[src/rtl/gfx_pkg.sv]
// shared widths, frame-buffer constants, palette and types; imported by every pipeline module
package gfx_pkg;

  localparam int P_WIDTH   = 16;  // vertex component
  localparam int C_WIDTH   = 18;  // camera component
  localparam int V_WIDTH   = 16;  // basis vector component
  localparam int FRAC_BITS = 14;  // basis fraction bits
  localparam int SCR_WIDTH = 12;  // signed viewport coordinate
  localparam int Z_WIDTH   = 20;

  localparam int FB_HRES = 32;
  localparam int FB_VRES = 24;

  localparam int HCOUNT_WIDTH = $clog2(FB_HRES);
  localparam int VCOUNT_WIDTH = $clog2(FB_VRES);
  localparam int ADDR_WIDTH   = $clog2(FB_HRES * FB_VRES);

  localparam int TRI_ID_WIDTH = 11;  // 2048 triangles
  localparam int COLOR_WIDTH  = 16;

  // camera-relative difference and the three-term dot product
  localparam int D_WIDTH    = C_WIDTH + 1;
  localparam int DOT_WIDTH  = D_WIDTH + V_WIDTH + 2;
  // edge function of two screen differences
  localparam int EDGE_WIDTH = 2 * (SCR_WIDTH + 1) + 1;

  typedef logic signed [P_WIDTH-1:0]    p_comp_t;
  typedef logic signed [C_WIDTH-1:0]    c_comp_t;
  typedef logic signed [V_WIDTH-1:0]    v_comp_t;
  typedef logic signed [D_WIDTH-1:0]    d_comp_t;
  typedef logic signed [SCR_WIDTH-1:0]  scr_t;
  typedef logic signed [Z_WIDTH-1:0]    z_t;
  typedef logic signed [EDGE_WIDTH-1:0] edge_t;

  localparam scr_t HALF_W = scr_t'(FB_HRES / 2);  // viewport center
  localparam scr_t HALF_H = scr_t'(FB_VRES / 2);
  localparam scr_t X_LAST = scr_t'(FB_HRES - 1);
  localparam scr_t Y_LAST = scr_t'(FB_VRES - 1);

  // rgb565 colors, selected by the low tri_id bits
  localparam logic [COLOR_WIDTH-1:0] PALETTE [16] = '{
    16'hf800, 16'h07e0, 16'h001f, 16'hffe0,
    16'hf81f, 16'h07ff, 16'hfd20, 16'h8010,
    16'h4208, 16'hc618, 16'h8400, 16'h0410,
    16'hfbea, 16'h2589, 16'h939b, 16'hffff
  };

  // component index 0 is x, 1 is y, 2 is z
  typedef struct packed {
    logic [TRI_ID_WIDTH-1:0] tri_id;
    p_comp_t [2:0][2:0]      p;  // p[vertex][axis]
    c_comp_t [2:0]           c;
    v_comp_t [2:0]           u;
    v_comp_t [2:0]           v;
    v_comp_t [2:0]           n;
  } tri_in_t;

  typedef struct packed {
    logic [TRI_ID_WIDTH-1:0] tri_id;
    scr_t [2:0]              x;
    scr_t [2:0]              y;
    z_t                      z;  // depth of vertex 0
  } scr_tri_t;

  typedef struct packed {
    logic [HCOUNT_WIDTH-1:0] xmin;
    logic [HCOUNT_WIDTH-1:0] xmax;
    logic [VCOUNT_WIDTH-1:0] ymin;
    logic [VCOUNT_WIDTH-1:0] ymax;
  } bbox_t;

  typedef struct packed {
    logic [HCOUNT_WIDTH-1:0] hcount;
    logic [VCOUNT_WIDTH-1:0] vcount;
    logic [ADDR_WIDTH-1:0]   addr;
    z_t                      z;
    logic [COLOR_WIDTH-1:0]  color;
  } pixel_t;

  typedef enum logic [1:0] {
    RS_IDLE,
    RS_SETUP,
    RS_SCAN,
    RS_DONE
  } raster_state_e;

endpackage

[src/rtl/raster_fsm.sv]
// rasterizer control: accept a screen triangle, set up, scan the box, pulse done
`timescale 1ns/1ps

module raster_fsm
  import gfx_pkg::*;
(
  input  logic clk_in,
  input  logic rst,
  input  logic tri_valid,
  output logic tri_ready,
  output logic setup,
  output logic scan,
  input  logic scan_last,
  input  logic box_empty,
  input  logic area_zero,
  input  logic pix_busy,
  output logic tri_done
);

  raster_state_e state;
  raster_state_e state_nxt;
  logic          last_seen;  // final box pixel already evaluated

  assign tri_ready = (state == RS_IDLE);
  assign setup     = (state == RS_SETUP);
  assign scan      = (state == RS_SCAN) && !last_seen;
  assign tri_done  = (state == RS_DONE);

  always_comb begin
    state_nxt = state;
    case (state)
      RS_IDLE: begin
        if (tri_valid) state_nxt = RS_SETUP;
      end
      RS_SETUP: begin
        // nothing to draw, skip the scan
        state_nxt = (box_empty || area_zero) ? RS_DONE : RS_SCAN;
      end
      RS_SCAN: begin
        if (last_seen && !pix_busy) state_nxt = RS_DONE;  // output drained
      end
      RS_DONE: state_nxt = RS_IDLE;
      default: state_nxt = RS_IDLE;
    endcase
  end

  always_ff @(posedge clk_in) begin
    if (rst) begin
      state     <= RS_IDLE;
      last_seen <= 1'b0;
    end else begin
      state <= state_nxt;
      if (setup) begin
        last_seen <= 1'b0;
      end else if (scan && scan_last && !pix_busy) begin
        last_seen <= 1'b1;
      end
    end
  end

endmodule

[config.mk]
export PLATFORM = sky130hd
export DESIGN_NAME = raster_fsm
export DESIGN_NICKNAME = d
export VERILOG_FILES = /design/src/rtl/gfx_pkg.sv /design/src/rtl/raster_fsm.sv
export SDC_FILE = /design/constraint.sdc
export NUM_CORES = 1
export LEC_CHECK = 0
export ABC_AREA = 1
export BUFFER_PORTS_ARGS = -buffer_cell sky130_fd_sc_hd__buf_4
export CAP_MARGIN = 20
export CELL_PAD_IN_SITES_DETAIL_PLACEMENT = 1
export CELL_PAD_IN_SITES_GLOBAL_PLACEMENT = 2
export CORE_AREA = 3 3 40 42
export CTS_BUF_LIST = sky130_fd_sc_hd__clkbuf_8
export CTS_CLUSTER_SIZE = 40
export DETAILED_ROUTE_END_ITERATION = 7
export DIE_AREA = 0 0 43 45
export PLACE_DENSITY_LB_ADDON = 0.1
export SETUP_SLACK_MARGIN = 0.5
export SLEW_MARGIN = 40
export SYNTH_ARGS = -nofsm -noshare
export SYNTH_HDL_FRONTEND = slang
export SYNTH_SLANG_ARGS = --single-unit
[constraint.sdc]
create_clock -name clk_in -period 1.2 [get_ports clk_in]
set_clock_uncertainty 0.05 [all_clocks]
set_input_delay 0.3 -clock clk_in [delete_from_list [all_inputs] [get_ports clk_in]]
set_output_delay 0.3 -clock clk_in [all_outputs]
set_load 0.02 [all_outputs]
After elaboration in Yosys (flattened, before gate mapping). Index checks and enable logic that the tools add are counted.

Register bits after elaboration: 3. Word-level logic and storage cells: 21. Output and inout bits: 4.

Mux-type cells: 4. Reductions and logical operators: 10. Eq/ne operators: 5.

Operators by type and width (number): $pmux 2 s4 (1); $eq 2x2->1 const B (2); $logic_and 1x1->1 (4); $mux 2 (2); $eq 2x1->1 const B (1); $logic_not 1->1 (2); $logic_not 2->1 (1); $ne 2x1->1 const B (1); $ne 2x2->1 const B (1); $reduce_and 2->1 (1); $reduce_or 2->1 (1); $logic_or 1x1->1 (1); $mux 1 (1).

Depth between registers and ports, before layout. Gate-level depths: netlist (run 1).

Depth in word-level cells: 4. Mapped depth: 6.

Least setup slack after synthesis (run 1). Ideal clock, no wire load.

Kind: register to output. From: register state[0]. To: output scan. Arrival time: 0.923 ns. Path buffers: 0. Cell stages (with the launch flop): 5. Data required time: 0.850 ns. Setup slack: -0.073 ns. Cell sequence: dfxtp_1 inv_1 ha_1 inv_1 nor2_1.

Word-level cells in the longest chain between the ends: 2.

RTL lines: start: declaration (line raster_fsm.sv:20) `raster_state_e state;`; start signal: assignment (line raster_fsm.sv:52) `state <= state_nxt;`; $eq 2x2->1 (line raster_fsm.sv:26) `assign scan = (state == RS_SCAN) && !last_seen;`; $logic_and 1x1->1 (line raster_fsm.sv:26); end: declaration (line raster_fsm.sv:12) `output logic scan,`.

No other way between the ends.

Final worst setup path (run 1).
From: register state[0]. To: output setup.

Word-level cells in the longest chain between the ends: 1.

RTL lines: $eq 2x1->1 (line raster_fsm.sv:25) `assign setup = (state == RS_SETUP);`; end: declaration (line raster_fsm.sv:11) `output logic setup,`.

No other way between the ends.

==> flow_metrics.py, run 1 <==
metrics = {
    "clocking": {
        "htreeDepth": 1,
        "clockRootBuffer": "clkbuf_8",
        "cts-buffers-inserted": 3,
        "clk_latency_ns": 0.21,
        "path_clk_slew_ns": 0.03,
        "cts_tree": "built",
        "cts_hold_buf": 0,
        "clockBufferDepth": 2,
        "clock-sinks": 3,
    },
    "grt": {
        "grt_max_degree": 5,
        "grt_antenna_before_repair": 0,
        "grt_usage": 0.0764,
        "grt_remaining_overflow": 0,
        "grt_pass1_vias": 280,
        "grt_pass1_wl_mm": 1.12,
    },
    "synth": {
        "synth_seq_area_share": 0.281,
        "ys_ff_latch": 3,
        "syn_nets": 39,
        "yosysWarnings": 0,
        "syn-instance-count": 28,
        "synth_area_um2": 214,
        "avgSynthCellArea_um2": 7.64,
        "ys_types": 13,
    },
    "worst_setup_path": {
        "required_ns": 0.85,
        "r2r_slack_ns": 0.10,
        "startpoint_type": "register",
        "end_kind": "primary output",
        "cp_max_fo": 4,
        "arrival_ns": 1.00,
        "crit_type": "register to primary output",
    },
    "power_and_ir_drop": {
        "max-vdd-ir-drop_v": 0.000770,
        "power_density_nw_per_um2": 2590,
        "leakage_uw": 0.000216,
    },
    "status": {
        "violations": "setup timing",
        "status": "finished with violations",
    },
    "placed_design": {
        "hpwl_um": 500,
        "place_congestion": 0.718,
        "io_buffers": 10,
    },
    "route": {
        "dr.pass1.iters": 4,
        "dr_total_vias": 256,
        "antenna_left": 0,
        "drtIter0Drc": 3,
        "drt_wl_total_um": 662,
        "drc": 0,
        "wl_per_cell_um": 10.9,
        "vias_per_cell": 4.20,
    },
    "sta": {
        "clock.fmax_mhz": 743,
        "final_max_slew_viol_count": 0,
        "finalWorstSetupSlack_ns": -0.146,
        "hold_violations": 0,
        "finalSetupViolCount": 4,
        "period_share": 1.12,
        "worst-slew-pin-transition_ns": 0.224,
        "rsz0062_at_grt": "true",
        "slew_headroom": 0.851,
        "fin_crit_ns": 1.35,
        "fin_tns_setup_ns": -0.510,
    },
    "floorplanning": {
        "start_util": 0.167,
        "std_cell_rows": 13,
        "ioPinCount": 11,
        "dieWidth_um": 43,
        "die_h_um": 45,
        "die_area_um2": 1940,
        "coreArea_um2": 1280,
    },
    "layout": {
        "syn2layout_area_growth_pct": 135,
        "multi_input_area_um2": 223,
        "fill_cells": 149,
        "layout_commonest_cell": "buf_4",
        "seqCellArea_um2": 67.6,
        "layout-drive-gt1-share": 0.739,
        "fin_util": 0.390,
        "n_antenna_cell": 0,
        "final_cell_mix": "buf_4, buf_6, ha_4",
        "nets": 58,
    },
    "job": {
        "cap_violations": 0,
    },
    "worst_hold_path": {
        "min_path_type": "input port to register",
    },
}
## worst max-delay path, cell delays in order (launching register included)
cell,delay [ns]
dfxtp_4,0.35
buf_4,0.15
ha_4,0.16
buf_6,0.13
## stage by stage
stage / hold slack [ns] / total power (uW) / setup WS (ns) / instances / instance area, um^2
detailed placement: 0.421 / 813 / 0.00429 / 53 / 363
global route: 0.208 / 1390 / -0.168 / 61 / 502
floorplan: 0.303 / 659 / 0.109 / 28 / 269
global placement: 0.423 / 820 / 0.00760 / 53 / 363
finish: 0.205 / 1300 / -0.146 / 61 / 502
CTS: 0.202 / 1270 / -0.154 / 60 / 483
## layout make-up
type                       count  area share
clock buffer                   3      0.0823
sequential                     3       0.135
clock inverter                 1     0.00748
tap                           15      0.0374
inverter                       5      0.0474
multi-input combinational     20       0.444
timing repair buffer          14       0.247
## logic make-up after synthesis
| kind of cell | count (synthesis) | synth area share |
|---|---|---|
| and+or+nand+nor | 11 | 0.228 |
| DFF | 3 | 0.281 |
| buffers and inverters | 5 | 0.0877 |
| AOI/OAI and AO/OA | 5 | 0.170 |
| adders and majority gates | 4 | 0.234 |
## flip-flops by register name, indices dropped and copies added, names as in the netlist
name,count
last_seen,1
state,2
## power breakdown
| part | switching (uW) | total (uW) | internal [uW] |
|---|---|---|---|
| sequential | 69.8 | 222 | 153 |
| combinational | 385 | 801 | 416 |
| clock | 57.1 | 274 | 217 |
## synth_stat cells
master,count,area share
a31oi_1,1,0.029
a21oi_2,1,0.041
inv_1,5,0.088
nor3_1,1,0.023
o21bai_2,1,0.053
a21oi_1,1,0.023
nand2_1,5,0.088
ha_1,4,0.23
nand2_2,1,0.029
nor2_1,1,0.018
nand3_1,3,0.070
o21ai_0,1,0.023
dfxtp_1,3,0.28
## routing by layer
layer	GRT usage	wire length, um	vias to the layer above
met1	0.0933	276	119
met5	0	0	-
li1	-	-	127
met4	0.0542	0	0
met3	0.00797	44	0
met2	0.126	341	10
## repair_timing
action / CTS / global route
endpoints found under the setup margin: 7 / 7
buffers inserted: 3 / 1
pin swaps: 5 / 5
gates resized for setup: 12 / 3
## final timing paths
| path | start | end | cells past startpoint |
|---|---|---|---|
| min reg2reg | state[1] | state[1] | 2 |
| min | rst | state[0] | 2 |
| max reg2reg | state[1] | state[0] | 5 |
| max | state[0] | setup | 3 |
No activity file was read; power rests on OpenSTA's default activity.
==> run 2, diff against run 1 <==
--- a/config.mk
+++ b/config.mk
@@ -10,11 +10,11 @@
 export CAP_MARGIN = 20
 export CELL_PAD_IN_SITES_DETAIL_PLACEMENT = 1
 export CELL_PAD_IN_SITES_GLOBAL_PLACEMENT = 2
-export CORE_AREA = 3 3 40 42
+export CORE_AREA = 2 2 39 41
 export CTS_BUF_LIST = sky130_fd_sc_hd__clkbuf_8
 export CTS_CLUSTER_SIZE = 40
 export DETAILED_ROUTE_END_ITERATION = 7
-export DIE_AREA = 0 0 43 45
+export DIE_AREA = 0 0 41 43
 export PLACE_DENSITY_LB_ADDON = 0.1
 export SETUP_SLACK_MARGIN = 0.5
 export SLEW_MARGIN = 40
==> constraint.sdc (replaced) <==
create_clock -name clk_in -period 1.31 [get_ports clk_in]
set_clock_uncertainty 0.05 [all_clocks]
set_input_delay 0.3275 -clock clk_in [delete_from_list [all_inputs] [get_ports clk_in]]
set_output_delay 0.3275 -clock clk_in [all_outputs]
set_load 0.02 [all_outputs]
==> flow_metrics.py, run 2 (same netlist as run 1, synthesis figures left out) <==
metrics = {
    "layout": {
        "seqCellArea_um2": 67.6,
        "layout-drive-gt1-share": 0.739,
        "largest_reg_flops": 2,
        "finish.instance_area_um2": 493,
        "final_cells": 62,
        "final_cell_mix": "buf_4, buf_6, nand2_1",
        "reg_top3": "state (2), last_seen (1)",
        "fill_cells": 163,
        "syn2layout_area_growth_pct": 130,
        "n_antenna_cell": 0,
        "nets": 58,
        "top_register": "state",
        "multi_input_area_um2": 205,
    },
    "placed_design": {
        "place_ws_ns": 0.0908,
        "io_buffers": 10,
        "place_congestion": 0.686,
        "hpwl_um": 491,
        "placed_area_um2": 364,
        "numPlacedInstances": 54,
    },
    "grt": {
        "use_met3": 0.0471,
        "busiest_layer": "met2",
        "met2_usage": 0.125,
        "grt_pass1_wl_mm": 1.02,
        "grt_antenna_before_repair": 0,
        "grt_remaining_overflow": 0,
        "grt_max_degree": 5,
        "grt_pass1_vias": 234,
        "grt_usage": 0.0900,
        "gr-usage-met1": 0.111,
    },
    "clocking": {
        "cts_tree": "built",
        "htreeDepth": 1,
        "path_clk_slew_ns": 0.03,
        "cts_hold_buf": 0,
        "cts-buffers-inserted": 3,
        "clockBufferDepth": 2,
        "clock-sinks": 3,
        "clockRootBuffer": "clkbuf_8",
        "clk_latency_ns": 0.22,
    },
    "power_and_ir_drop": {
        "power_density_nw_per_um2": 2440,
        "leakage_uw": 0.000218,
        "max-vdd-ir-drop_v": 0.000801,
    },
    "sta": {
        "final_max_slew_viol_count": 0,
        "period_share": 1.05,
        "finalSetupViolCount": 3,
        "rsz0062_at_grt": "true",
        "finalWorstSetupSlack_ns": -0.0615,
        "hold_violations": 0,
        "fin_crit_ns": 1.37,
        "worst-slew-pin-transition_ns": 0.173,
        "fin_tns_setup_ns": -0.106,
        "clock.fmax_mhz": 729,
        "slew_headroom": 0.884,
    },
    "floorplanning": {
        "die_area_um2": 1760,
        "ioPinCount": 11,
        "std_cell_rows": 14,
        "die_h_um": 43,
        "start_util": 0.155,
        "dieWidth_um": 41,
        "coreArea_um2": 1380,
    },
    "worst_hold_path": {
        "min_path_type": "input port to register",
    },
    "worst_setup_path": {
        "end_kind": "primary output",
        "critical-path-max-stage-delay_ns": 0.36,
        "cp_max_fo": 3,
        "cpMaxStageDelayCell": "dfxtp_4",
        "arrival_ns": 0.99,
        "r2r_slack_ns": 0.05,
        "startpoint_type": "register",
        "crit_path_cell_trace": "inv_4 -> ha_4 -> inv_2 -> nor2_4 -> buf_6",
        "required_ns": 0.93,
        "crit_type": "register to primary output",
    },
    "status": {
        "status": "finished with violations",
        "violations": "setup timing",
    },
    "route": {
        "drc": 0,
        "drtIter0Drc": 1,
        "dr_total_vias": 254,
        "antenna_left": 0,
        "drt_wl_total_um": 627,
        "vias_per_cell": 4.10,
        "dr.pass1.iters": 2,
        "wl_per_cell_um": 10.1,
    },
    "job": {
        "cap_violations": 0,
    },
}
run 2: cell counts in the layout (fill, tap and decap cells not counted):
No cell type changed its count.
run 2: worst max-delay path: cells and delay by family, from the launching register on:
family / cells / cell delay (ns)
and+or+nand+nor: 1 / 0.03
buffers and inverters: 3 / 0.23
DFF: 1 / 0.36
adders and majority gates: 1 / 0.15
run 2: layer usage:
metal  part of all wire  vias to the layer above
met2               0.52                        6
met1               0.41                      121
met4                  0                        0
met3              0.065                        0
li1                   -                      127
met5                  0                        -
run 2: final timing paths:
kind | start | endpoint | cells after the start
worst max-delay path | state[0] | scan | 5
worst min-delay path | rst | state[1] | 2
worst max register to register | state[0] | state[0] | 8
worst min register to register | state[1] | state[1] | 2
run 2: layout make-up:
cell class | count | area share
Tap cell | 16 | 0.0406
Sequential cell | 3 | 0.137
Timing Repair Buffer | 14 | 0.266
Multi-Input combinational cell | 20 | 0.416
Clock inverter | 1 | 0.00761
Clock buffer | 3 | 0.0838
Inverter | 5 | 0.0482
run 2: power by group:
group / internal (uW) / switching [uW]
combinational: 399 / 347
clock: 200 / 64.6
sequential: 139 / 50.7
total: 738 / 462
run 2: timing repair:
item | CTS | global route
gates resized for setup | 9 | 6
setup buffers | 3 | 1
setup endpoints to repair | 7 | 7
pin swaps | 5 | 7
run 2: metrics by stage:
stage	hold WS, ns	total power [uW]	util
3_3_place_gp	0.450	718	0.263
5_1_grt	0.241	1310	0.356
4_1_cts	0.231	1150	0.335
3_5_place_dp	0.456	734	0.263
2_1_floorplan	0.331	604	-
6_report	0.248	1200	0.356
