File: src/rtl/gfx_pkg.sv
// shared widths, frame-buffer constants, palette and types; imported by every pipeline module
package gfx_pkg;

  localparam int P_WIDTH   = 16;  // vertex component
  localparam int C_WIDTH   = 18;  // camera component
  localparam int V_WIDTH   = 16;  // basis vector component
  localparam int FRAC_BITS = 14;  // basis fraction bits
  localparam int SCR_WIDTH = 12;  // signed viewport coordinate
  localparam int Z_WIDTH   = 20;

  localparam int FB_HRES = 32;
  localparam int FB_VRES = 24;

  localparam int HCOUNT_WIDTH = $clog2(FB_HRES);
  localparam int VCOUNT_WIDTH = $clog2(FB_VRES);
  localparam int ADDR_WIDTH   = $clog2(FB_HRES * FB_VRES);

  localparam int TRI_ID_WIDTH = 11;  // 2048 triangles
  localparam int COLOR_WIDTH  = 16;

  // camera-relative difference and the three-term dot product
  localparam int D_WIDTH    = C_WIDTH + 1;
  localparam int DOT_WIDTH  = D_WIDTH + V_WIDTH + 2;
  // edge function of two screen differences
  localparam int EDGE_WIDTH = 2 * (SCR_WIDTH + 1) + 1;

  typedef logic signed [P_WIDTH-1:0]    p_comp_t;
  typedef logic signed [C_WIDTH-1:0]    c_comp_t;
  typedef logic signed [V_WIDTH-1:0]    v_comp_t;
  typedef logic signed [D_WIDTH-1:0]    d_comp_t;
  typedef logic signed [SCR_WIDTH-1:0]  scr_t;
  typedef logic signed [Z_WIDTH-1:0]    z_t;
  typedef logic signed [EDGE_WIDTH-1:0] edge_t;

  localparam scr_t HALF_W = scr_t'(FB_HRES / 2);  // viewport center
  localparam scr_t HALF_H = scr_t'(FB_VRES / 2);
  localparam scr_t X_LAST = scr_t'(FB_HRES - 1);
  localparam scr_t Y_LAST = scr_t'(FB_VRES - 1);

  // rgb565 colors, selected by the low tri_id bits
  localparam logic [COLOR_WIDTH-1:0] PALETTE [16] = '{
    16'hf800, 16'h07e0, 16'h001f, 16'hffe0,
    16'hf81f, 16'h07ff, 16'hfd20, 16'h8010,
    16'h4208, 16'hc618, 16'h8400, 16'h0410,
    16'hfbea, 16'h2589, 16'h939b, 16'hffff
  };

  // component index 0 is x, 1 is y, 2 is z
  typedef struct packed {
    logic [TRI_ID_WIDTH-1:0] tri_id;
    p_comp_t [2:0][2:0]      p;  // p[vertex][axis]
    c_comp_t [2:0]           c;
    v_comp_t [2:0]           u;
    v_comp_t [2:0]           v;
    v_comp_t [2:0]           n;
  } tri_in_t;

  typedef struct packed {
    logic [TRI_ID_WIDTH-1:0] tri_id;
    scr_t [2:0]              x;
    scr_t [2:0]              y;
    z_t                      z;  // depth of vertex 0
  } scr_tri_t;

  typedef struct packed {
    logic [HCOUNT_WIDTH-1:0] xmin;
    logic [HCOUNT_WIDTH-1:0] xmax;
    logic [VCOUNT_WIDTH-1:0] ymin;
    logic [VCOUNT_WIDTH-1:0] ymax;
  } bbox_t;

  typedef struct packed {
    logic [HCOUNT_WIDTH-1:0] hcount;
    logic [VCOUNT_WIDTH-1:0] vcount;
    logic [ADDR_WIDTH-1:0]   addr;
    z_t                      z;
    logic [COLOR_WIDTH-1:0]  color;
  } pixel_t;

  typedef enum logic [1:0] {
    RS_IDLE,
    RS_SETUP,
    RS_SCAN,
    RS_DONE
  } raster_state_e;

endpackage

File: src/rtl/raster_scan_counter.sv
// clamped bounding box setup and raster-order x/y counter for the rasterizer
`timescale 1ns/1ps

module raster_scan_counter
  import gfx_pkg::*;
(
  input  logic                    clk_in,
  input  logic                    rst,
  input  logic                    setup,
  input  scr_tri_t                scr_in,
  input  logic                    advance,
  output bbox_t                   box,
  output logic [HCOUNT_WIDTH-1:0] x,
  output logic [VCOUNT_WIDTH-1:0] y,
  output logic                    box_empty,
  output logic                    scan_last
);

  scr_t  xmin_raw;
  scr_t  xmax_raw;
  scr_t  ymin_raw;
  scr_t  ymax_raw;
  bbox_t box_c;

  function automatic scr_t min3(input scr_t a, input scr_t b, input scr_t c);
    scr_t m;
    m = (a < b) ? a : b;
    return (c < m) ? c : m;
  endfunction

  function automatic scr_t max3(input scr_t a, input scr_t b, input scr_t c);
    scr_t m;
    m = (a > b) ? a : b;
    return (c > m) ? c : m;
  endfunction

  function automatic scr_t clamp(input scr_t a, input scr_t hi);
    if (a < 0) return '0;
    if (a > hi) return hi;
    return a;
  endfunction

  always_comb begin
    xmin_raw   = min3(scr_in.x[0], scr_in.x[1], scr_in.x[2]);
    xmax_raw   = max3(scr_in.x[0], scr_in.x[1], scr_in.x[2]);
    ymin_raw   = min3(scr_in.y[0], scr_in.y[1], scr_in.y[2]);
    ymax_raw   = max3(scr_in.y[0], scr_in.y[1], scr_in.y[2]);
    box_c.xmin = HCOUNT_WIDTH'(clamp(xmin_raw, X_LAST));
    box_c.xmax = HCOUNT_WIDTH'(clamp(xmax_raw, X_LAST));
    box_c.ymin = VCOUNT_WIDTH'(clamp(ymin_raw, Y_LAST));
    box_c.ymax = VCOUNT_WIDTH'(clamp(ymax_raw, Y_LAST));
  end

  // box lies entirely off the frame buffer
  assign box_empty = (xmax_raw < 0) || (xmin_raw > X_LAST) ||
                     (ymax_raw < 0) || (ymin_raw > Y_LAST);
  assign scan_last = (x == box.xmax) && (y == box.ymax);

  always_ff @(posedge clk_in) begin
    if (setup) box <= box_c;
  end

  always_ff @(posedge clk_in) begin
    if (rst) begin
      x <= '0;
      y <= '0;
    end else if (setup) begin
      x <= box_c.xmin;
      y <= box_c.ymin;
    end else if (advance) begin
      if (x == box.xmax) begin  // end of row
        x <= box.xmin;
        y <= y + 1'b1;
      end else begin
        x <= x + 1'b1;
      end
    end
  end

endmodule

File: config.mk
export PLATFORM = sky130hd
export DESIGN_NAME = raster_scan_counter
export DESIGN_NICKNAME = d
export VERILOG_FILES = /design/src/rtl/gfx_pkg.sv /design/src/rtl/raster_scan_counter.sv
export SDC_FILE = /design/constraint.sdc
export NUM_CORES = 1
export LEC_CHECK = 0
export BUFFER_PORTS_ARGS = -buffer_cell sky130_fd_sc_hd__buf_2
export CAP_MARGIN = 20
export CELL_PAD_IN_SITES_DETAIL_PLACEMENT = 0
export CELL_PAD_IN_SITES_GLOBAL_PLACEMENT = 1
export CORE_ASPECT_RATIO = 2
export CORE_MARGIN = 2
export CORE_UTILIZATION = 39
export CTS_BUF_LIST = sky130_fd_sc_hd__clkbuf_8
export DETAILED_ROUTE_END_ITERATION = 10
export PLACE_DENSITY = 0.83
export SYNTH_ARGS = -nofsm -noshare
export SYNTH_HDL_FRONTEND = slang
export SYNTH_SLANG_ARGS = --single-unit
File: constraint.sdc
create_clock -name clk_in -period 5.2 [get_ports clk_in]
set_input_delay 0.26 -clock clk_in [delete_from_list [all_inputs] [get_ports clk_in]]
set_output_delay 0.26 -clock clk_in [all_outputs]
set_load 0.1 [all_outputs]
[After elaboration in Yosys (flattened, before gate mapping)]
Index checks and enable logic that the tools add are counted.
Cells by class
  muxes and demuxes: 42
  reductions and logical operators: 7
  add/subtract/negate cells: 2
  eq/ne operators: 2
  magnitude comparators: 16
Operator list (count)
  two-way mux 5 bit: 22
  two-way mux 12 bit: 8
  > comparator 12 bit: 4
  > comparator 12 x 6 -> 1 bit (second input constant): 4
  < comparator 12 x 1 -> 1 bit (second input constant): 4
  < comparator 12 bit: 4
  two-way mux 1 bit: 12
  adder 5 x 1 -> 5 bit (second input constant): 2
  == test 5 bit: 2
  nonzero test 2 bit: 2
  logical OR 1 bit: 3
  AND reduction 2 bit: 1
  logical AND 1 bit: 1
Word-level totals
  output and inout bits: 32
  register bits after elaboration: 30
  bits of input ports: 107
  logic and storage cells: 75

[Logic depth before layout (Yosys ltp)]
Gate-level depths: netlist of the first run.
  depth after elaboration: 10
  mapped depth: 20

[Worst setup path before layout of the first run]
OpenSTA, ideal clock, no wires.
  path kind: input to output
  start: in scr_in[75] (netlist name)
  end: out box_empty
  slack: 505 ps
  cell stages on the path: 19
  required time: 4940 ps
  path buffers: 2
  arrival time: 4435 ps
  path through: inv_1 -> ha_1 -> and4_4 -> and2_4 -> o221a_4 -> a31oi_4 -> o31a_1 -> buf_2 -> buf_4 -> mux2i_1 -> ha_1 -> nor2b_1 -> o21a_1 -> o21ai_1 -> a31oi_1 -> or4_1 -> a31oi_2 -> mux2i_1 -> or4_4
On the way
  longest elaborated chain between the ends: 8
Ends and longest elaborated chain
  start, declared: line raster_scan_counter.sv:10  | input scr_tri_t scr_in,
  > comparator 12 bit or < comparator 12 bit (tied branches): line raster_scan_counter.sv:33, raster_scan_counter.sv:27
  two-way mux 12 bit, on equally long branches: line raster_scan_counter.sv:33, raster_scan_counter.sv:27
  > comparator 12 bit or < comparator 12 bit (tied branches): line raster_scan_counter.sv:34, raster_scan_counter.sv:28
  two-way mux 12 bit, on equally long branches: line raster_scan_counter.sv:34, raster_scan_counter.sv:28
  < comparator 12 x 1 -> 1 bit or > comparator 12 x 6 -> 1 bit (tied branches): line raster_scan_counter.sv:55  | assign box_empty = (xmax_raw < 0) || (xmin_raw > X_LAST) ||
  logical OR 1 bit * (2 in series): line raster_scan_counter.sv:55
  logical OR 1 bit *: line raster_scan_counter.sv:56  | (ymax_raw < 0) || (ymin_raw > Y_LAST);
  end, declared: line raster_scan_counter.sv:15  | output logic box_empty,
Mark *: on every way between the ends. The rest lies on a longest branch, timed or not.

[Worst setup path in the final report of the first run]
  start: in scr_in[78] (netlist name)
  end: out box_empty
Same word-level chain as after synthesis.

==> summary.txt, run 1 <==
Placed design
  • HPWL after DPL: approximately 11,000 um
  • IO Port Bufs: 107
  • Final RePlAce weighted congestion: 0.9453
  • Placed cell area: 5121 um^2

Critical path
  • WP data arrival: 4.76 ns
  • Critical Path RT: between 4 and 5 ns
  • Kind of critical path: in -> out
  • Crit end category: primary output
  • Crit-path max FO: 6
  • Startpoint Class: input port

Global routing
  • Vias in the first global route: 4,399
  • Initial antenna violation count: 0
  • First-pass GRT wire length: 21,250 um
  • Remaining global-route overflow: 0
  • Largest net degree at the start of global routing: 25
  • Global Route Usage Sum: between 20% and 30%

Power
  • Pwr dens: 260.2 nW/um^2
  • Tot Pwr: 1358 uW
  • Worst IR drop on VDD: between 0.0002 and 0.00025 V
  • P_leak: approximately 0.0026 uW

Floorplanning
  • Initial Utilization: 39.97%
  • I/O pin count: ~140
  • Die height: 153.3 um
  • CORE AREA: roughly 11,000 um^2
  • Die W: slightly below 80 um
  • Row Count: 54
  • Die area: between 10,000 and 15,000 um^2

Hold path
  • Worst hold path type: in -> reg

Detailed routing
  • Antenna-violating nets left: 0
  • DR WL/cell: 17.87 um
  • Via/cell ratio: between 5 and 6
  • Final wirelength: 13,370 um
  • Vias: 4,258
  • Initial DRC Count: about 190
  • Drt pass-1 iters: 6
  • Drt drc: 0

Timing
  • Fmax: between 0.15 and 0.2 GHz
  • Period utilisation layout: 96.55%
  • Final critical-path required period: 5.021 ns
  • RSZ-0062 raised after global routing: no
  • Skew final: 0.009087 ns
  • Final Hold Viols: 0
  • Endpoints failing setup: 0
  • Max Slew Vio Count: 0
  • Max_slew headroom: between 60 and 70%
  • Worst Tran Pin Value: 0.5840 ns
  • WHS: 0.3151 ns
  • Setup TNS: 0 ns

Outcome
  • Status: finished clean

Synthesis
  • Post-Syn Area: 4348 um^2
  • Post-synth EDFFs: 20
  • Synthesized flop and latch total: 30
  • Avg Cell Area, Syn: 8.910 um^2
  • Post-synth ARST share: 0%
  • Syn_nets: around 670
  • Yosys cell types: 65
  • Synth Flop Type: edfxtp_1
  • Post-synthesis sequential area ratio: 18.42%
  • Ys Warns: 0
  • Mapped Cells: 488

CTS
  • Clk buf depth: 2
  • CTS root buffer: clkbuf_8
  • Clock-pin slew on the worst setup and hold paths: 0.05 ns
  • H-tree depth: 2
  • CTS buffer count: 5
  • Clock net sink count: 30
  • Clock latency on the worst-skew pair: 0.28 ns
  • Clock tree from TritonCTS: done
  • Cts hold-fix bufs: 0

Layout
  • Fin area: 5220 um^2
  • Commonest cells after routing, fill and taps aside: 107 x buf_2, 72 x ha_1, 59 x mux2i_1
  • Final #Nets: 786
  • Fin util: 47.99%
  • N_diodes: 0
  • Area growth, synth to finish: 20.06%
  • Commonest non-fill, non-tap cell in the layout: buf_2
  • Share of cells above drive strength 1: 26.97%

Flow run
  • Max Cap Viol: 0
==> logic make-up after synthesis <==
kind of cell | count (synthesis) | share of synthesized area [%]
muxes | 69 | 16.23
DFF | 30 | 18.42
and+or+nand+nor | 127 | 15.34
AOI/OAI and AO/OA | 119 | 21.09
xor gates and xnor gates | 14 | 2.820
adders and majority gates | 72 | 20.72
buffers and inverters | 57 | 5.381
==> final timing paths <==
kind	endpoint	cells after the start	slack (ns)	start
worst max-delay path	box_empty	19	0.18	scr_in[78]
worst min-delay path	y[0]	3	0.32	rst
worst max register to register	y[3]	9	3.05	x[0]
worst min register to register	y[1]	2	0.63	y[1]
==> critical path: stages <==
cell and delay, ns:
buf_2 0.13, inv_1 0.05, ha_1 0.30, and4_4 0.21, and2_4 0.14, o221a_4 0.27, a31oi_4 0.14, o31a_1 0.30
buf_4 0.22, mux2i_1 0.27, ha_1 0.29, o21a_1 0.17, o21ai_0 0.18, a31oi_1 0.07, or4_1 0.49, a31oi_2 0.27
mux2i_1 0.14, or4_4 0.55, buf_2 0.31
==> timing repair <==
| action | in CTS | in global routing |
|---|---|---|
| endpoints found under the setup margin | 0 | 1 |
| gates resized for setup | 0 | 2 |
| setup buffers | 0 | 0 |
==> through the flow <==
step | instances | worst slack, ns
after floorplan | 488 | 0.5050
after global placement | 740 | 0.2138
after detailed placement | 740 | 0.1853
after CTS | 748 | 0.1850
after global routing | 748 | 0.02709
final | 748 | 0.1792
==> registers in the layout (all words and copies together), names as in the netlist <==
register / count
box: 20
y: 5
x: 5
==> layer usage <==
layer  up-vias  global-route usage (%)  wire, um  share of wire (%)
li1       2104                       -         -                  -
met1      2006                   20.93      4644                 35
met2       123                   46.48      7948                 59
met3        25                   1.948       369                2.8
met4         0                   7.101       403                3.0
met5         -                       0         0                  0
==> synthesized netlist by cell type (3+ instances only) <==
| cell | count | share of area (%) |
|---|---|---|
| ha_1 | 72 | 21 |
| mux2i_1 | 60 | 14 |
| inv_1 | 45 | 3.9 |
| a21oi_1 | 30 | 3.5 |
| nand2_1 | 27 | 2.3 |
| nor2_1 | 25 | 2.2 |
| edfxtp_1 | 20 | 14 |
| nand3_1 | 17 | 2.0 |
| o21ai_0 | 15 | 1.7 |
| nand4_1 | 14 | 2.0 |
| a21o_1 | 10 | 1.7 |
| dfxtp_1 | 10 | 4.6 |
| a22o_1 | 8 | 1.6 |
| mux2_2 | 8 | 2.1 |
| nor3_1 | 8 | 0.92 |
| o311ai_0 | 8 | 1.6 |
| nor4_1 | 7 | 1.0 |
| xnor2_1 | 7 | 1.4 |
| xor2_1 | 7 | 1.4 |
| a221oi_1 | 6 | 1.2 |
| nor2b_1 | 6 | 0.86 |
| clkbuf_1 | 5 | 0.43 |
| o211ai_1 | 5 | 0.86 |
| o21a_1 | 5 | 0.86 |
| buf_2 | 4 | 0.46 |
| nand2b_1 | 4 | 0.58 |
| or2_2 | 4 | 0.58 |
| a31o_2 | 3 | 0.60 |
| nand3b_1 | 3 | 0.52 |
==> power by group <==
part	total (uW)	switching (uW)	internal, uW
Sequential	333	32.9	301
Combinational	838	563	275
Clock	187	82.5	104
Total	1360	678	680
==> area by class of cell <==
class	instances	area, um^2
well taps	140	175.2
inverters	45	168.9
fillers	1097	5658
clock buffers	6	82.58
multi-input cells	401	3317
repair buffers	124	666.9
flip-flops and latches	30	800.8
clock inverters	2	8.758
Note: power is estimated with default switching activity, not from simulation.
==> run 2: changes to the inputs <==
--- a/config.mk
+++ b/config.mk
@@ -11,10 +11,10 @@
 export CELL_PAD_IN_SITES_GLOBAL_PLACEMENT = 1
 export CORE_ASPECT_RATIO = 2
 export CORE_MARGIN = 2
-export CORE_UTILIZATION = 39
+export CORE_UTILIZATION = 30
 export CTS_BUF_LIST = sky130_fd_sc_hd__clkbuf_8
 export DETAILED_ROUTE_END_ITERATION = 10
-export PLACE_DENSITY = 0.83
+export PLACE_DENSITY = 0.66
 export SYNTH_ARGS = -nofsm -noshare
 export SYNTH_HDL_FRONTEND = slang
 export SYNTH_SLANG_ARGS = --single-unit
==> summary.txt, run 2 (same netlist as run 1, synthesis figures left out) <==
Detailed routing
  • Drt drc: 0 (unchanged)
  • Antenna-violating nets left: 0 (unchanged)
  • Drt pass-1 iters: 5 (-1)
  • Initial DRC Count: 113 (-41%)
  • Vias: 4,278 (+0.47%)
  • DR WL/cell: 17.47 um (-2.2%)
  • Via/cell ratio: 5.308 (-6.8%)
  • Final wirelength: 14,080 um (+5.3%)

Floorplanning
  • Initial Utilization: 30.46% (-9.5 points)
  • Die W: 89.13 um (+13%)
  • CORE AREA: 14,270 um^2 (+31%)
  • I/O pin count: 139 (unchanged)
  • Die height: 174.3 um (+14%)
  • Die area: 15,530 um^2 (+29%)
  • Row Count: 62 (+15%)

Placed design
  • HPWL after DPL: 12,430 um (+8.5%)
  • IO Port Bufs: 107 (unchanged)
  • Final RePlAce weighted congestion: 0.9010 (-4.7%)

CTS
  • Clk buf depth: 2 (unchanged)
  • Cts hold-fix bufs: 0 (unchanged)
  • Clock latency on the worst-skew pair: 0.28 ns (about the same)
  • CTS buffer count: 5 (unchanged)
  • H-tree depth: 2 (unchanged)
  • Clock-pin slew on the worst setup and hold paths: 0.06 ns (about the same)
  • Clock tree from TritonCTS: done
  • Clock net sink count: 30 (unchanged)
  • CTS root buffer: clkbuf_8

Hold path
  • Worst hold path type: in -> reg

Power
  • Internal power: 671.7 uW (-1.2%)
  • Sw Pwr: 683.0 uW (+0.68%)
  • Clock Power Share: 12.8% (-1.0 points)
  • Worst IR drop on VDD: 0.0001054 V (-48%)
  • Sequential share of power: 24.7% (about the same)
  • Pwr dens: 254.6 nW/um^2 (-2.1%)
  • Switching portion of total power: 50.41% (+0.46 points)
  • P_leak: 0.002640 uW (+0.87%)
  • Tot Pwr: 1355 uW (-0.24%)
  • Combinational Power Share: 62.5% (+0.8 points)

Critical path
  • Critical-path top delay cell: or4_4
  • Kind of critical path: in -> out
  • Crit-path max FO: 11 (+5)
  • WP data arrival: 4.82 ns (+0.06 ns)
  • Crit end category: primary output
  • CP max stage delay: 0.52 ns (-0.03 ns)
  • Startpoint Class: input port
  • Critical Path RT: 4.94 ns (about the same)
  • CP Cell Sequence: buf_2, inv_1, ha_1, nand4_1, or2_2, a21o_1, a41oi_4, o21a_1, buf_4, mux2i_1, ha_1, o211ai_1, a21oi_1, nor4_1, o21ai_0, a31o_2, mux2_2, or4_4, buf_2

Timing
  • Max Slew Vio Count: 0 (unchanged)
  • Max_slew headroom: 54.28% (-6.3 points)
  • Endpoints failing setup: 0 (unchanged)
  • Final critical-path required period: 5.078 ns (+0.05688 ns)
  • Final Hold Viols: 0 (unchanged)
  • Fmax: 0.1969 GHz (-1.1%)
  • RSZ-0062 raised after global routing: no
  • Worst Tran Pin Value: 0.6772 ns (+0.09327 ns)
  • Setup TNS: 0 ns (unchanged)
  • Period utilisation layout: 97.65% (+1.1 points)
  • WHS: 0.3108 ns (-0.004259 ns)
  • Skew final: 0.007051 ns (-0.002036 ns)

Flow run
  • Max Cap Viol: 0 (unchanged)

Layout
  • Commonest non-fill, non-tap cell in the layout: buf_2
  • Area taken by multi-input logic gates: 3318 um^2 (about the same)
  • Final #Nets: 792 (+0.76%)
  • Area growth, synth to finish: 22.39%
  • Commonest cells after routing, fill and taps aside: 107 x buf_2, 72 x ha_1, 59 x mux2i_1
  • N_diodes: 0 (unchanged)
  • Share of cells above drive strength 1: 27.52% (+0.55 points)
  • Largest register FFs: 20 (unchanged)
  • Largest reg by FF count: box
  • Sequential Area: 800.8 um^2 (unchanged)
  • # fillers: 1,546 (+41%)
  • Biggest regs: box (20), x (5), y (5)

Global routing
  • First-pass GRT wire length: 21,820 um (+2.7%)
  • Remaining global-route overflow: 0 (unchanged)
  • Initial antenna violation count: 0 (unchanged)
  • Global Route Usage Sum: 18.29% (-3.8 points)
  • Vias in the first global route: 4,356 (-0.98%)
  • Largest net degree at the start of global routing: 25 (unchanged)

Outcome
  • Status: finished clean
## run 2: cell types whose count changed in the layout (fill, tap and decap cells not counted)
cell and delta:
a2111oi_0 -1, a2111oi_1 +1, buf_4 +6, clkbuf_8 -1
clkinv_1 +1
## run 2: final timing paths
check,startpoint,end,slack (ns),depth (start not counted)
worst min-delay path,rst,y[0],0.31,3
worst min register to register,y[1],y[1],0.63,2
worst max register to register,x[0],y[3],2.97,9
worst max-delay path,scr_in[36],box_empty,0.12,19
## run 2: metrics by stage
stage	utilization (%)	std cells	instance area (um^2)	setup WS, ns
after CTS	37.22	806	5313	0.1235
after global placement	36.65	798	5231	0.1699
after floorplan	-	488	4348	0.5050
after global routing	37.28	806	5321	0.03158
after detailed placement	36.65	798	5231	0.1346
final	37.28	806	5321	0.1223
## run 2: area by class of cell
| class | instances | area share, % |
|---|---|---|
| multi-input combinational | 401 | 62.36 |
| sequential | 30 | 15.05 |
| timing repair buffer | 130 | 13.38 |
| tap | 192 | 4.514 |
| inverter | 45 | 3.174 |
| clock buffer | 5 | 1.293 |
| clock inverter | 3 | 0.2351 |
## run 2: critical path: cells and delay by family
family | cells | cell delay [ns]
mux | 2 | 0.65
buf+inv | 4 | 0.77
compound gates | 7 | 1.24
fa+ha+maj | 2 | 0.58
simple gates | 4 | 1.31
## run 2: repair_timing
action	4_1_cts	5_1_grt
gates resized for setup	0	3
endpoints found under the setup margin	0	1
setup buffers	0	0
## run 2: power by group through the flow
stage                     clock (uW)  combinational, uW  sequential [uW]
after floorplan                    0                375              582
after global placement             0                839              339
after detailed placement           0                851              340
after CTS                        179                853              335
after global routing             188                917              339
final                            174                847              334
## run 2: metal layers
metal / share of wire, % / up-vias / global-route usage, %
li1: - / 2114 / -
met1: 34 / 2012 / 17.06
met2: 60 / 114 / 37.44
met3: 2.5 / 38 / 1.472
met4: 4.1 / 0 / 7.587
met5: 0 / - / 0
==> run 3: changes to the inputs <==
==> constraint.sdc (replaced) <==
create_clock -name clk_in -period 5.17 [get_ports clk_in]
set_input_delay 0.2585 -clock clk_in [delete_from_list [all_inputs] [get_ports clk_in]]
set_output_delay 0.2585 -clock clk_in [all_outputs]
set_load 0.1 [all_outputs]
==> summary.txt, run 3 (same netlist as run 1, synthesis figures left out) <==
Layout
  • Sequential Area: 800.8 um^2 (unchanged)
  • Commonest non-fill, non-tap cell in the layout: buf_2
  • Commonest cells after routing, fill and taps aside: 106 x buf_2, 72 x ha_1, 58 x mux2i_1
  • Share of cells above drive strength 1: 28.13% (+0.61 points)
  • # fillers: 1,555 (+0.58%)
  • Area taken by multi-input logic gates: 3321 um^2 (about the same)
  • Area growth, synth to finish: 24.29%
  • N_diodes: 0 (unchanged)
  • Largest reg by FF count: box
  • Final #Nets: 793 (+0.13%)
  • Largest register FFs: 20 (unchanged)
  • Biggest regs: box (20), x (5), y (5)

Global routing
  • First-pass GRT wire length: 22,570 um (+3.4%)
  • Met1 usage: 17.15% (+0.088 points)
  • GR peak layer: met2
  • Global routing usage on met3: 1.662% (+0.19 points)
  • GR Util met2: 39.01% (+1.6 points)
  • Global Route Usage Sum: 18.61% (+0.32 points)
  • Vias in the first global route: 4,549 (+4.4%)
  • Largest net degree at the start of global routing: 25 (unchanged)
  • Remaining global-route overflow: 0 (unchanged)
  • Initial antenna violation count: 0 (unchanged)

Critical path
  • CP startpoint: scr_in[36]
  • Crit end category: primary output
  • Crit-path max FO: 7 (-4)
  • R2R setup slack: 3.01 ns (+0.04 ns)
  • Kind of critical path: in -> out
  • Critical Path RT: 4.91 ns (-0.03 ns)
  • WP data arrival: 4.68 ns (-0.14 ns)
  • Startpoint Class: input port
  • RR Startpoint: x[0]

Timing
  • Skew final: 0.004075 ns (-0.002976 ns)
  • Final critical-path required period: just under 5 ns
  • Period utilisation layout: a little over nine tenths
  • Setup TNS: 0 ns (unchanged)
  • Max_slew headroom: 52.16% (-2.1 points)
  • Endpoints failing setup: 0 (unchanged)
  • Max Slew Vio Count: 0 (unchanged)
  • RSZ-0062 raised after global routing: no
  • Worst Tran Pin Value: 0.7086 ns (+0.03134 ns)
  • Fmax: 0.2024 GHz
  • WHS: 0.3313 ns (+0.02054 ns)
  • Final Hold Viols: 0 (unchanged)

CTS
  • Cts hold-fix bufs: 0 (unchanged)
  • CTS root buffer: clkbuf_8
  • H-tree depth: 2 (unchanged)
  • Clock net sink count: 30 (unchanged)
  • Clock latency on the worst-skew pair: 0.28 ns (about the same)
  • Clock tree from TritonCTS: done
  • Clock-pin slew on the worst setup and hold paths: 0.06 ns (about the same)
  • CTS buffer count: 5 (unchanged)
  • Clk buf depth: 2 (unchanged)

Floorplanning
  • Die height: 174.3 um (unchanged)
  • Die W: 89.13 um (unchanged)
  • Die area: 15,530 um^2 (unchanged)
  • I/O pin count: 139 (unchanged)
  • Row Count: 62 (unchanged)
  • Initial Utilization: 30.46% (unchanged)
  • CORE AREA: 14,270 um^2 (unchanged)

Placed design
  • Final RePlAce weighted congestion: 0.9260 (+2.8%)
  • HPWL after DPL: 12,490 um (+0.46%)
  • IO Port Bufs: 107 (unchanged)

Flow run
  • Max Cap Viol: 0 (unchanged)

Detailed routing
  • Vias: 4,280 (+0.047%)
  • Drt pass-1 iters: 4 (-1)
  • Initial DRC Count: 90 (-20%)
  • Final wirelength: 14,290 um (+1.5%)
  • Drt drc: 0 (unchanged)
  • Antenna-violating nets left: 0 (unchanged)
  • DR WL/cell: 17.71 um (+1.4%)
  • Via/cell ratio: 5.304 (about the same)

Power
  • Pwr dens: 274.6 nW/um^2 (+7.9%)
  • Tot Pwr: 1484 uW (+9.5%)
  • Worst IR drop on VDD: 0.0001749 V (+66%)
  • P_leak: 0.002672 uW (+1.2%)

Outcome
  • Status: finished clean

Hold path
  • Worst hold path type: in -> reg
  • HP Start: rst
run 3: cell count changes in the layout (fill, tap and decap cells not counted), sizes merged:
cell and delta:
bufinv +2, clkinv -2, buf +1, clkbuf +1, inv -1
run 3: report_power, final:
group / switching (uW) / internal (uW) / total [uW]
Clock: 82.7 / 205 / 288
Sequential: 33.2 / 302 / 336
Combinational: 572 / 288 / 860
Total: 688 / 796 / 1480
run 3: layer usage:
metal	wire length, um	up-vias
met4	493	0
li1	-	2112
met2	8668	102
met1	4751	2039
met3	380	27
met5	0	-
run 3: through the flow:
stage          instance area, um^2  setup WS (ns)  std cells  utilization, %
6_report                      5404         0.2291        807           37.86
4_1_cts                       5394         0.1189        807           37.79
3_5_place_dp                  5251         0.1435        799           36.79
5_1_grt                       5404        0.02078        807           37.86
2_1_floorplan                 4348         0.4780        488               -
3_3_place_gp                  5251        0.08827        799           36.79
run 3: final timing paths:
path | cells after the start | to
hold / removal | 3 | y[0]
setup / recovery | 19 | box_empty
hold reg to reg | 2 | y[1]
setup reg to reg | 9 | y[3]
run 3: timing repair:
| item | 4_1_cts | 5_1_grt |
|---|---|---|
| gates resized for setup | 0 | 4 |
| buffers inserted | 0 | 0 |
| setup endpoints to repair | 0 | 1 |
run 3: final cells by class:
class | count | share of cell area [%]
Multi-Input combinational cell | 401 | 61.45
Sequential cell | 30 | 14.82
Timing Repair Buffer | 131 | 13.52
Tap cell | 192 | 4.445
Inverter | 45 | 3.126
Clock buffer | 6 | 1.528
Clock inverter | 2 | 1.111
run 3: critical path, stage by stage:
cell and delay, ns:
buf_2 0.16, inv_1 0.07, ha_1 0.28, nand4_1 0.15, or2_2 0.38, a21o_1 0.22, a41oi_4 0.22, o21a_1 0.19
buf_4 0.20, mux2i_1 0.39, ha_1 0.32, o211ai_1 0.09, a21oi_1 0.10, nor4_1 0.23, o21ai_0 0.13, a31o_2 0.27
mux2_2 0.29, or4_4 0.51, buf_4 0.25
